===== src/design/decode_pkg.sv =====
/* Shared widths, codes and pipeline structs for the RV64I decode stage.
   Only the opcodes listed here are decoded; all others give all-zero controls. */

package decode_pkg;

    // ------------------------------------------------------------------
    // Basic widths.
    // ------------------------------------------------------------------
    localparam int XLEN       = 64;
    localparam int ILEN       = 32;
    localparam int REG_ADDR_W = 5;
    localparam int NUM_REGS   = 32;

    typedef logic [XLEN-1:0]       data_t;
    typedef logic [XLEN-1:0]       addr_t;
    typedef logic [ILEN-1:0]       instr_t;
    typedef logic [REG_ADDR_W-1:0] reg_addr_t;

    typedef logic [6:0] opcode_t;
    typedef logic [4:0] alu_ctrl_t;
    typedef logic [2:0] result_src_t;
    typedef logic [2:0] imm_src_t;

    // ------------------------------------------------------------------
    // Opcodes.
    // ------------------------------------------------------------------
    localparam opcode_t OPC_OP     = 7'b0110011;
    localparam opcode_t OPC_OP_IMM = 7'b0010011;
    localparam opcode_t OPC_LOAD   = 7'b0000011;
    localparam opcode_t OPC_STORE  = 7'b0100011;
    localparam opcode_t OPC_BRANCH = 7'b1100011;
    localparam opcode_t OPC_JAL    = 7'b1101111;
    localparam opcode_t OPC_JALR   = 7'b1100111;
    localparam opcode_t OPC_LUI    = 7'b0110111;

    // ALU operations.
    localparam alu_ctrl_t ALU_ADD    = 5'b00000;
    localparam alu_ctrl_t ALU_SUB    = 5'b00001;
    localparam alu_ctrl_t ALU_SLL    = 5'b00010;
    localparam alu_ctrl_t ALU_SLT    = 5'b00011;
    localparam alu_ctrl_t ALU_SLTU   = 5'b00100;
    localparam alu_ctrl_t ALU_XOR    = 5'b00101;
    localparam alu_ctrl_t ALU_SRL    = 5'b00110;
    localparam alu_ctrl_t ALU_SRA    = 5'b00111;
    localparam alu_ctrl_t ALU_OR     = 5'b01000;
    localparam alu_ctrl_t ALU_AND    = 5'b01001;
    localparam alu_ctrl_t ALU_PASS_B = 5'b01010;

    // Write-back source select.
    localparam result_src_t RES_ALU = 3'b000;
    localparam result_src_t RES_MEM = 3'b001;
    localparam result_src_t RES_PC4 = 3'b010;
    localparam result_src_t RES_IMM = 3'b011;

    // Immediate formats.
    localparam imm_src_t IMM_I = 3'b000;
    localparam imm_src_t IMM_S = 3'b001;
    localparam imm_src_t IMM_B = 3'b010;
    localparam imm_src_t IMM_J = 3'b011;
    localparam imm_src_t IMM_U = 3'b100;

    // ------------------------------------------------------------------
    // Pipeline structs.
    // ------------------------------------------------------------------
    typedef struct packed {
        result_src_t result_src;
        alu_ctrl_t   alu_control;
        logic        mem_we;
        logic        reg_we;
        logic        alu_src;
        logic        branch;
        logic        jump;
    } decode_ctrl_t;

    typedef struct packed {
        addr_t     pc;
        addr_t     pc_plus4;
        data_t     imm_ext;
        data_t     rs1_data;
        data_t     rs2_data;
        reg_addr_t rs1_addr;
        reg_addr_t rs2_addr;
        reg_addr_t rd_addr;
    } decode_data_t;

endpackage


===== src/design/control_unit.sv =====
/* Combinational main decoder for OP, OP-IMM, LOAD, STORE, BRANCH, JAL, JALR, LUI.
   Unknown opcodes produce all-zero controls with the I immediate format. */

`timescale 1ns/1ps

module control_unit (
    input  decode_pkg::opcode_t      i_op,
    input  logic [2:0]               i_funct3,
    input  logic                     i_funct7_5,
    output decode_pkg::decode_ctrl_t o_ctrl,
    output decode_pkg::imm_src_t     o_imm_src
);

    import decode_pkg::*;

    alu_ctrl_t s_alu_funct;
    logic      s_alt_op;

    // Bit 30 selects SUB only for register-register ops; SRA/SRAI use it in both.
    assign s_alt_op = i_funct7_5 & (i_op == OPC_OP);

    // ------------------------------------------------------------------
    // ALU decode from funct3.
    // ------------------------------------------------------------------
    always_comb begin
        case (i_funct3)
            3'b000:  s_alu_funct = s_alt_op ? ALU_SUB : ALU_ADD;
            3'b001:  s_alu_funct = ALU_SLL;
            3'b010:  s_alu_funct = ALU_SLT;
            3'b011:  s_alu_funct = ALU_SLTU;
            3'b100:  s_alu_funct = ALU_XOR;
            3'b101:  s_alu_funct = i_funct7_5 ? ALU_SRA : ALU_SRL;
            3'b110:  s_alu_funct = ALU_OR;
            default: s_alu_funct = ALU_AND;
        endcase
    end

    // ------------------------------------------------------------------
    // Main decoder.
    // ------------------------------------------------------------------
    always_comb begin
        o_ctrl    = '0;
        o_imm_src = IMM_I;

        case (i_op)
            OPC_OP: begin
                o_ctrl.alu_control = s_alu_funct;
                o_ctrl.reg_we      = 1'b1;
            end
            OPC_OP_IMM: begin
                o_ctrl.alu_control = s_alu_funct;
                o_ctrl.alu_src     = 1'b1;
                o_ctrl.reg_we      = 1'b1;
            end
            OPC_LOAD: begin
                o_ctrl.alu_control = ALU_ADD;
                o_ctrl.alu_src     = 1'b1;
                o_ctrl.reg_we      = 1'b1;
                o_ctrl.result_src  = RES_MEM;
            end
            OPC_STORE: begin
                o_ctrl.alu_control = ALU_ADD;
                o_ctrl.alu_src     = 1'b1;
                o_ctrl.mem_we      = 1'b1;
                o_imm_src          = IMM_S;
            end
            OPC_BRANCH: begin
                // Compare by subtraction in execute.
                o_ctrl.alu_control = ALU_SUB;
                o_ctrl.branch      = 1'b1;
                o_imm_src          = IMM_B;
            end
            OPC_JAL: begin
                o_ctrl.jump       = 1'b1;
                o_ctrl.reg_we     = 1'b1;
                o_ctrl.result_src = RES_PC4;
                o_imm_src         = IMM_J;
            end
            OPC_JALR: begin
                o_ctrl.alu_control = ALU_ADD;
                o_ctrl.alu_src     = 1'b1;
                o_ctrl.jump        = 1'b1;
                o_ctrl.reg_we      = 1'b1;
                o_ctrl.result_src  = RES_PC4;
            end
            OPC_LUI: begin
                o_ctrl.alu_control = ALU_PASS_B;
                o_ctrl.reg_we      = 1'b1;
                o_ctrl.result_src  = RES_IMM;
                o_imm_src          = IMM_U;
            end
            default: begin
                // Unsupported opcode acts as a bubble.
                o_ctrl = '0;
            end
        endcase
    end

endmodule


===== src/design/extend_imm.sv =====
/* Builds the I, S, B, J and U immediates from instruction bits 31..7.
   All formats sign-extend from bit 31; unknown selects give zero. */

`timescale 1ns/1ps

module extend_imm (
    input  decode_pkg::imm_src_t i_imm_src,
    input  logic [24:0]          i_imm,
    output decode_pkg::data_t    o_imm_ext
);

    import decode_pkg::*;

    logic s_sign;

    // i_imm[k] holds instruction bit k+7.
    assign s_sign = i_imm[24];

    always_comb begin
        case (i_imm_src)
            IMM_I: o_imm_ext = {{(XLEN-12){s_sign}}, i_imm[24:13]};
            IMM_S: o_imm_ext = {{(XLEN-12){s_sign}}, i_imm[24:18], i_imm[4:0]};
            IMM_B: begin
                o_imm_ext = {{(XLEN-12){s_sign}}, i_imm[0], i_imm[23:18],
                             i_imm[4:1], 1'b0};
            end
            IMM_J: begin
                o_imm_ext = {{(XLEN-20){s_sign}}, i_imm[12:5], i_imm[13],
                             i_imm[23:14], 1'b0};
            end
            IMM_U: o_imm_ext = {{(XLEN-32){s_sign}}, i_imm[24:5], 12'b0};
            default: o_imm_ext = '0;
        endcase
    end

endmodule


===== src/design/register_file.sv =====
/* 32 x 64-bit register file, two combinational reads, one write per clock.
   x0 reads zero; a same-cycle write to a read register is bypassed. */

`timescale 1ns/1ps

module register_file (
    input  logic                  i_clk,
    input  logic                  i_rst_n,
    input  decode_pkg::reg_addr_t i_rs1_addr,
    input  decode_pkg::reg_addr_t i_rs2_addr,
    input  logic                  i_we,
    input  decode_pkg::reg_addr_t i_rd_addr,
    input  decode_pkg::data_t     i_rd_data,
    output decode_pkg::data_t     o_rs1_data,
    output decode_pkg::data_t     o_rs2_data
);

    import decode_pkg::*;

    data_t r_regs [NUM_REGS];
    logic  s_wr_valid;

    // Writes to x0 are dropped.
    assign s_wr_valid = i_we & (i_rd_addr != '0);

    always_ff @(posedge i_clk) begin
        if (!i_rst_n) begin
            for (int i = 0; i < NUM_REGS; i++) begin
                r_regs[i] <= '0;
            end
        end else if (s_wr_valid) begin
            r_regs[i_rd_addr] <= i_rd_data;
        end
    end

    // Read ports with write-through.
    assign o_rs1_data = (i_rs1_addr == '0) ? '0 :
                        (s_wr_valid && i_rd_addr == i_rs1_addr) ? i_rd_data :
                        r_regs[i_rs1_addr];

    assign o_rs2_data = (i_rs2_addr == '0) ? '0 :
                        (s_wr_valid && i_rd_addr == i_rs2_addr) ? i_rd_data :
                        r_regs[i_rs2_addr];

endmodule


===== src/design/preg_decode.sv =====
/* Decode/execute pipeline register, loaded every clock with no stall.
   Reset or flush loads zero, which is a bubble downstream. */

`timescale 1ns/1ps

module preg_decode (
    input  logic                     i_clk,
    input  logic                     i_rst_n,
    input  logic                     i_flush,
    input  decode_pkg::decode_ctrl_t i_ctrl,
    input  decode_pkg::decode_data_t i_data,
    output decode_pkg::decode_ctrl_t o_ctrl,
    output decode_pkg::decode_data_t o_data
);

    logic s_clear;

    // Reset and flush both give the same all-zero result.
    assign s_clear = !i_rst_n || i_flush;

    // ------------------------------------------------------------------
    // Control half.
    // ------------------------------------------------------------------
    always_ff @(posedge i_clk) begin
        if (s_clear) begin
            o_ctrl <= '0;
        end else begin
            o_ctrl <= i_ctrl;
        end
    end

    // ------------------------------------------------------------------
    // Data half.
    // ------------------------------------------------------------------
    // Cleared too, so a bubble carries no stale addresses.
    always_ff @(posedge i_clk) begin
        if (s_clear) begin
            o_data <= '0;
        end else begin
            o_data <= i_data;
        end
    end

endmodule


===== src/design/decode_stage.sv =====
/* RV64I decode stage top: field split, control, immediate, register file, D/E register.
   No hazard detection or forwarding; outputs follow inputs by exactly one clock. */

`timescale 1ns/1ps

module decode_stage (
    input  logic                     i_clk,
    input  logic                     i_rst_n,
    input  decode_pkg::instr_t       i_instr,
    input  decode_pkg::addr_t        i_pc,
    input  decode_pkg::addr_t        i_pc_plus4,
    input  logic                     i_wb_we,
    input  decode_pkg::reg_addr_t    i_wb_addr,
    input  decode_pkg::data_t        i_wb_data,
    input  logic                     i_flush,
    output decode_pkg::decode_ctrl_t o_ctrl,
    output decode_pkg::decode_data_t o_data
);

    import decode_pkg::*;

    // ------------------------------------------------------------------
    // Instruction fields.
    // ------------------------------------------------------------------
    opcode_t      s_op;
    logic [2:0]   s_funct3;
    logic         s_funct7_5;
    logic [24:0]  s_imm_bits;
    reg_addr_t    s_rs1_addr;
    reg_addr_t    s_rs2_addr;
    reg_addr_t    s_rd_addr;

    decode_ctrl_t s_ctrl;
    imm_src_t     s_imm_src;
    data_t        s_imm_ext;
    data_t        s_rs1_data;
    data_t        s_rs2_data;
    decode_data_t s_data;

    assign s_op       = i_instr[6:0];
    assign s_funct3   = i_instr[14:12];
    assign s_funct7_5 = i_instr[30];
    assign s_imm_bits = i_instr[31:7];
    assign s_rs1_addr = i_instr[19:15];
    assign s_rs2_addr = i_instr[24:20];
    assign s_rd_addr  = i_instr[11:7];

    // ------------------------------------------------------------------
    // Decode blocks.
    // ------------------------------------------------------------------
    control_unit control_unit_inst (
        .i_op       (s_op),
        .i_funct3   (s_funct3),
        .i_funct7_5 (s_funct7_5),
        .o_ctrl     (s_ctrl),
        .o_imm_src  (s_imm_src)
    );

    extend_imm extend_imm_inst (
        .i_imm_src (s_imm_src),
        .i_imm     (s_imm_bits),
        .o_imm_ext (s_imm_ext)
    );

    register_file register_file_inst (
        .i_clk      (i_clk),
        .i_rst_n    (i_rst_n),
        .i_rs1_addr (s_rs1_addr),
        .i_rs2_addr (s_rs2_addr),
        .i_we       (i_wb_we),
        .i_rd_addr  (i_wb_addr),
        .i_rd_data  (i_wb_data),
        .o_rs1_data (s_rs1_data),
        .o_rs2_data (s_rs2_data)
    );

    // Payload for the execute stage.
    assign s_data.pc       = i_pc;
    assign s_data.pc_plus4 = i_pc_plus4;
    assign s_data.imm_ext  = s_imm_ext;
    assign s_data.rs1_data = s_rs1_data;
    assign s_data.rs2_data = s_rs2_data;
    assign s_data.rs1_addr = s_rs1_addr;
    assign s_data.rs2_addr = s_rs2_addr;
    assign s_data.rd_addr  = s_rd_addr;

    preg_decode preg_decode_inst (
        .i_clk   (i_clk),
        .i_rst_n (i_rst_n),
        .i_flush (i_flush),
        .i_ctrl  (s_ctrl),
        .i_data  (s_data),
        .o_ctrl  (o_ctrl),
        .o_data  (o_data)
    );

endmodule


===== config.mk =====
export PLATFORM = sky130hd
export DESIGN_NAME = decode_stage
export DESIGN_NICKNAME = d
export VERILOG_FILES = /design/src/design/decode_pkg.sv /design/src/design/control_unit.sv /design/src/design/extend_imm.sv /design/src/design/register_file.sv /design/src/design/preg_decode.sv /design/src/design/decode_stage.sv
export SDC_FILE = /design/constraint.sdc
export NUM_CORES = 2
export LEC_CHECK = 0
export BUFFER_PORTS_ARGS = -buffer_cell sky130_fd_sc_hd__buf_4
export CAP_MARGIN = 5
export CORE_UTILIZATION = 43
export DETAILED_ROUTE_END_ITERATION = 12
export PLACE_DENSITY = 0.7
export SYNTH_ARGS = -nofsm -noshare
export SYNTH_HDL_FRONTEND = slang
export SYNTH_HIERARCHICAL = 1
export SYNTH_SLANG_ARGS = --single-unit

===== constraint.sdc =====
create_clock -name i_clk -period 6 [get_ports i_clk]
set_clock_uncertainty 0.1 [all_clocks]
set_input_delay 0 -clock i_clk [delete_from_list [all_inputs] [get_ports i_clk]]
set_output_delay 0 -clock i_clk [all_outputs]
set_load 0.1 [all_outputs]

# == Word level (Yosys, flattened, before mapping) ==
# Memories as Yosys holds them, arrays and structs flattened. A register that Yosys moved wholly into a read port is not among the register bits.
# Cells that the tools add are included.
# word_totals
ff_bits,220
ramBits,2048
output_inout_bits,348
word_cells,67
mem_count,1
# op_classes
eq_ne,18
n_mux,19
n_bitwise,2
reduce_logical,14
# mem_list
name,depth,word_bits,read_ports,rd_clocked_by_memory_dff,wr,line_no,rtl
register_file_inst.r_regs,32,64,2,2,32,register_file.sv:20,data_t r_regs [NUM_REGS];
# ops
cell,n
$pmux 64 s5,1
$mux 64,1
$reduce_or 64->1,1
$pmux 5 s7,1
$eq 7x6->1 const B,3
$eq 7x7->1 const B,3
$pmux 5 s3,1
$eq 3x2->1 const B,4
$eq 3x3->1 const B,4
$mux 1,12
$pmux 3 s4,1
$logic_not 5->1,2
$reduce_or 2->1,4
$eq 7x2->1 const B,1
$eq 7x5->1 const B,1
$eq 3x1->1 const B,2
$logic_not 3->1,2
$pmux 2 s3,1
$reduce_or 6->1,1
$mux 5,1
$reduce_bool 5->1,1
$reduce_or 4->1,1
$and 1x1->1,2
$logic_not 1->1,1
$logic_or 1x1->1,1

# == Logic depth before layout (Yosys ltp) ==
# depth
word_depth,7
ltp_mapped,11
depth_no_buf,7

# == Cells and area by module ==
# Netlist, hierarchy kept.
# by_module_without_submodules
module,n_inst,cells_per_inst,area_each_um2,seq_area_each_um2
register_file,1,7385,109047.1,61499.0
preg_decode,1,773,10395.0,6966.7
extend_imm,1,105,734.5,0.0
control_unit,1,52,371.6,0.0

# == Least setup slack after synthesis ==
# Ideal clock, no wire load.
# synth_timing
kind,input -> register
start,in i_wb_addr[3]
end,mem register_file_inst/r_regs[11][0] in the netlist's numbering (enable)
arrival_time_ps,5314
t_required_ps,5326
setup_slack_ps,11
stages,4
cell_sequence,buf_2 > or3b_2 > clkbuf_1 > o21ai_0
# synth_rtl
item,line_no,rtl
from (decl),decode_stage.sv:13,"input decode_pkg::reg_addr_t i_wb_addr,"
to (decl),register_file.sv:20,

# == Final worst setup path ==
# layout_timing
start,in i_instr[15]
end,"reg, netlist name preg_decode_inst/o_data[94]"
# layout_via
elab_chain_cells,2
# layout_rtl
item,line_no,rtl
from (decl),decode_stage.sv:9,"input decode_pkg::instr_t i_instr,"
$logic_not 5->1,register_file.sv:37,assign o_rs1_data = (i_rs1_addr == '0) ? '0 :
$reduce_or 2->1 (no line),-,
# Several ways; a longest one is shown, not always the timed one.
# A chain may end at the register's enable or synchronous reset.

==> impl_metrics.env <==
export IMPL_drc_errors=0
export IMPL_rrSetupSlack_ps=3530
export IMPL_synth_commonest_cells="edfxtp_1, and2_1, mux4_2"
export IMPL_gp_congestion=0.966
export IMPL_core_area_mm2=0.279
export IMPL_arrival_ps=4700
export IMPL_synth_top_area_share_pct=51.0
export IMPL_synth_area_mm2=0.121
export IMPL_post_cts_resized=0
export IMPL_clkSlewWorstSetupHoldPaths_ps=70
export IMPL_irDropWorstVdd_uv=248
export IMPL_start_util_pct=43.2
export IMPL_clockBufferDepth=4
export IMPL_grt_usage_pct=34.8
export IMPL_crit_required_ps=6720
export IMPL_setup_tns_ps=0
export IMPL_firstDrtPassIters=9
export IMPL_cts_sinks=2396
export IMPL_synth_area_leaders="edfxtp_1, mux4_2, and2_1, dfxtp_1, and3b_1"
export IMPL_drt_vias_per_instance=6.84
export IMPL_regToRegStartpoint="register_file_inst/r_regs[19][29]"
export IMPL_stdcell_count=12900
export IMPL_finalSetupViolCount=0
export IMPL_ctsHtreeMaxLevel=4
export IMPL_slew_viol_final=39
export IMPL_postRouteAntennaNets=0
export IMPL_finalNetCount=9180
export IMPL_grt_max_degree=193
export IMPL_outcome="finished with violations"
export IMPL_synthesis_instances=8315
export IMPL_layout_drive_gt1_share_pct=24.4
export IMPL_cp_end_kind="register"
export IMPL_critical_path_class="primary input to register"
export IMPL_ys_warnings_count=6
export IMPL_numCtsBuffers=238
export IMPL_hold_path_endpoint="preg_decode_inst/o_data[316]"
export IMPL_antenna_found_initial=86
export IMPL_r2r_end="preg_decode_inst/o_data[44]"
export IMPL_whs_ps=42.7
export IMPL_die_h_um=531
export IMPL_slowest_stage="nand2_1"
export IMPL_crit_path_cell_trace="dlygate4sd3_1 > buf_8 > buf_4 > nand2_1 > o221ai_1 > o21ai_0 > nand4_1 > dlygate4sd3_1 > o211ai_1 > and3b_1"
export IMPL_hp_class="primary input to register"
export IMPL_die_area_mm2=0.282
export IMPL_finalPower_uw=41000
export IMPL_fillCellCount=22700
export IMPL_crit_fanout=47
export IMPL_cts_root_buf="clkbuf_16"
export IMPL_worstMarginPinSlew_ps=1640
export IMPL_r2r_cells=6
export IMPL_synth_cell_type_count=82
export IMPL_critical_path_startpoint="i_instr[15]"
export IMPL_post_route_period_util_pct=66.4
export IMPL_cts_setup_buffers=0
export IMPL_synth_edf_count=2048
export IMPL_cts_tree="done"
export IMPL_grt_pass1_vias=86200
export IMPL_crit_top_cell="dlygate4sd3_1"
export IMPL_ctsHoldBuffers=440
export IMPL_worstSetupStartpointType="primary input"
export IMPL_clk_latency_ps=930
export IMPL_synth_seq_area_share_pct=56.8
export IMPL_register_area_mm2=0.0685
export IMPL_hpwl_mm=290
export IMPL_grt_pass1_wl_mm=688
export IMPL_holdPathStages=3
export IMPL_yosysMostFrequentCell="edfxtp_1"
export IMPL_wirelength_mm=508
export IMPL_p_leak_uw=0.0517
export IMPL_grt_overflow=0
export IMPL_relSlewSlack_pct=-9.55
export IMPL_syn_area_per_cell_um2=14.5
export IMPL_yosysTopAreaCell="edfxtp_1"
export IMPL_period_needed_ps=3980
export IMPL_io_pins=581
export IMPL_wl_per_cell_um=39.3
export IMPL_rsz0062_at_grt="false"
export IMPL_ys_ff_latch=2396
export IMPL_powerDensity_mw_per_mm2=290
export IMPL_std_cell_rows=194
export IMPL_place_inst=12000
export IMPL_yosys_most_used_dff="edfxtp_1"
export IMPL_drt_iter0_drc=16100
export IMPL_port_buffers=580
export IMPL_clock_fmax_ghz=0.251
export IMPL_drv_cap=5
export IMPL_hold_viol_final=0
export IMPL_async_flop_share_pct=0
export IMPL_violations="max-capacitance violations, max-slew violations"
export IMPL_multi_input_area_mm2=0.0486
export IMPL_vias=88500
export IMPL_max_stage_delay_ps=840
export IMPL_area_growth_pct=17.1
export IMPL_die_w_um=531
export IMPL_min_delay_start="i_pc[45]"
-- power by group --
group          switching, uW  internal (uW)  total, uW  leakage, uW
sequential               573          19000      19500       0.0224
combinational           3760           2080       5840       0.0254
clock                   6660           8930      15600      0.00393
total                  11000          30000      41000       0.0517
-- kinds of logic (layout without fill, tap and decap cells) --
| family | count (synthesis) | in the layout | synth area share, % |
|---|---|---|---|
| AOI/OAI and AO/OA | 907 | 907 | 5.36 |
| xor gates and xnor gates | 12 | 12 | 0.103 |
| buffers and inverters | 935 | 1700 | 3.67 |
| DFF | 2396 | 2396 | 56.8 |
| muxes | 1243 | 1243 | 19.2 |
| other | 2 | 135 | 0.00623 |
| and+or+nand+nor | 2820 | 2820 | 14.8 |
-- routing by layer --
layer  track usage (%)  vias to the layer above  routed length, um
met3              10.8                     2612              74300
li1                  -                    33000                  -
met5             0.202                        -                223
met1              39.4                    43800             155000
met2              52.6                     9046             223000
met4              32.2                       26              55000
-- per-stage QoR --
stage	setup slack [ps]	area, um2	utilization (%)
global route	2090	141000	50.5
detailed placement	2310	129000	46.1
global placement	2310	129000	46.1
CTS	2240	141000	50.5
finish	2020	141000	50.6
floorplan	11.4	121000	-
-- worst max-delay path: cells and delay by family --
family / cells / cell delay [ps]
AOI/OAI and AO/OA: 3 / 820
and+or+nand+nor: 3 / 1150
buffers and inverters: 4 / 2530
-- flip-flops by register name, summed over array words and instances (netlist names) --
register and cells:
preg_decode_inst/o_data 335, register_file_inst/r_regs 2048, preg_decode_inst/o_ctrl 13
-- worst max-delay path by stage --
stage / endpoint / slack, ps / cells past startpoint
finish: preg_decode_inst/o_data[94] / 2020 / 10
global route: preg_decode_inst/o_data[94] / 2090 / 10
CTS: preg_decode_inst/o_data[94] / 2240 / 10
detailed placement: preg_decode_inst/o_data[113] / 2310 / 9
global placement: preg_decode_inst/o_data[117] / 2310 / 9
floorplan: register_file_inst/r_regs[11][0] / 10 / 4
-- cell type report --
class	instances	area share (%)
clock buffers	329	4.86
flip-flops and latches	2396	48.5
multi-input cells	5048	34.4
repair buffers	1254	7.96
diodes	69	0.122
clock inverters	108	0.800
well taps	3724	3.30
inverters	9	0.0275
-- cells in the final DEF, fill, tap and decap left out, types with 90 or more instances in the layout --
master         synthesis  routed
buf_4                113     751
mux4_2               849     849
edfxtp_1            2048    2048
mux2_2                90      90
o22ai_1              168     168
and2_1              1989    1990
nor2_1               140     105
dlygate4sd3_1          0     440
nor3_1                95      93
a21oi_1              127     127
nand2_1              107     102
mux2i_1              303     303
dfxtp_1              348     348
and3b_1              353     351
clkbuf_16              0     250
Note: power is estimated with default switching activity, not from simulation.
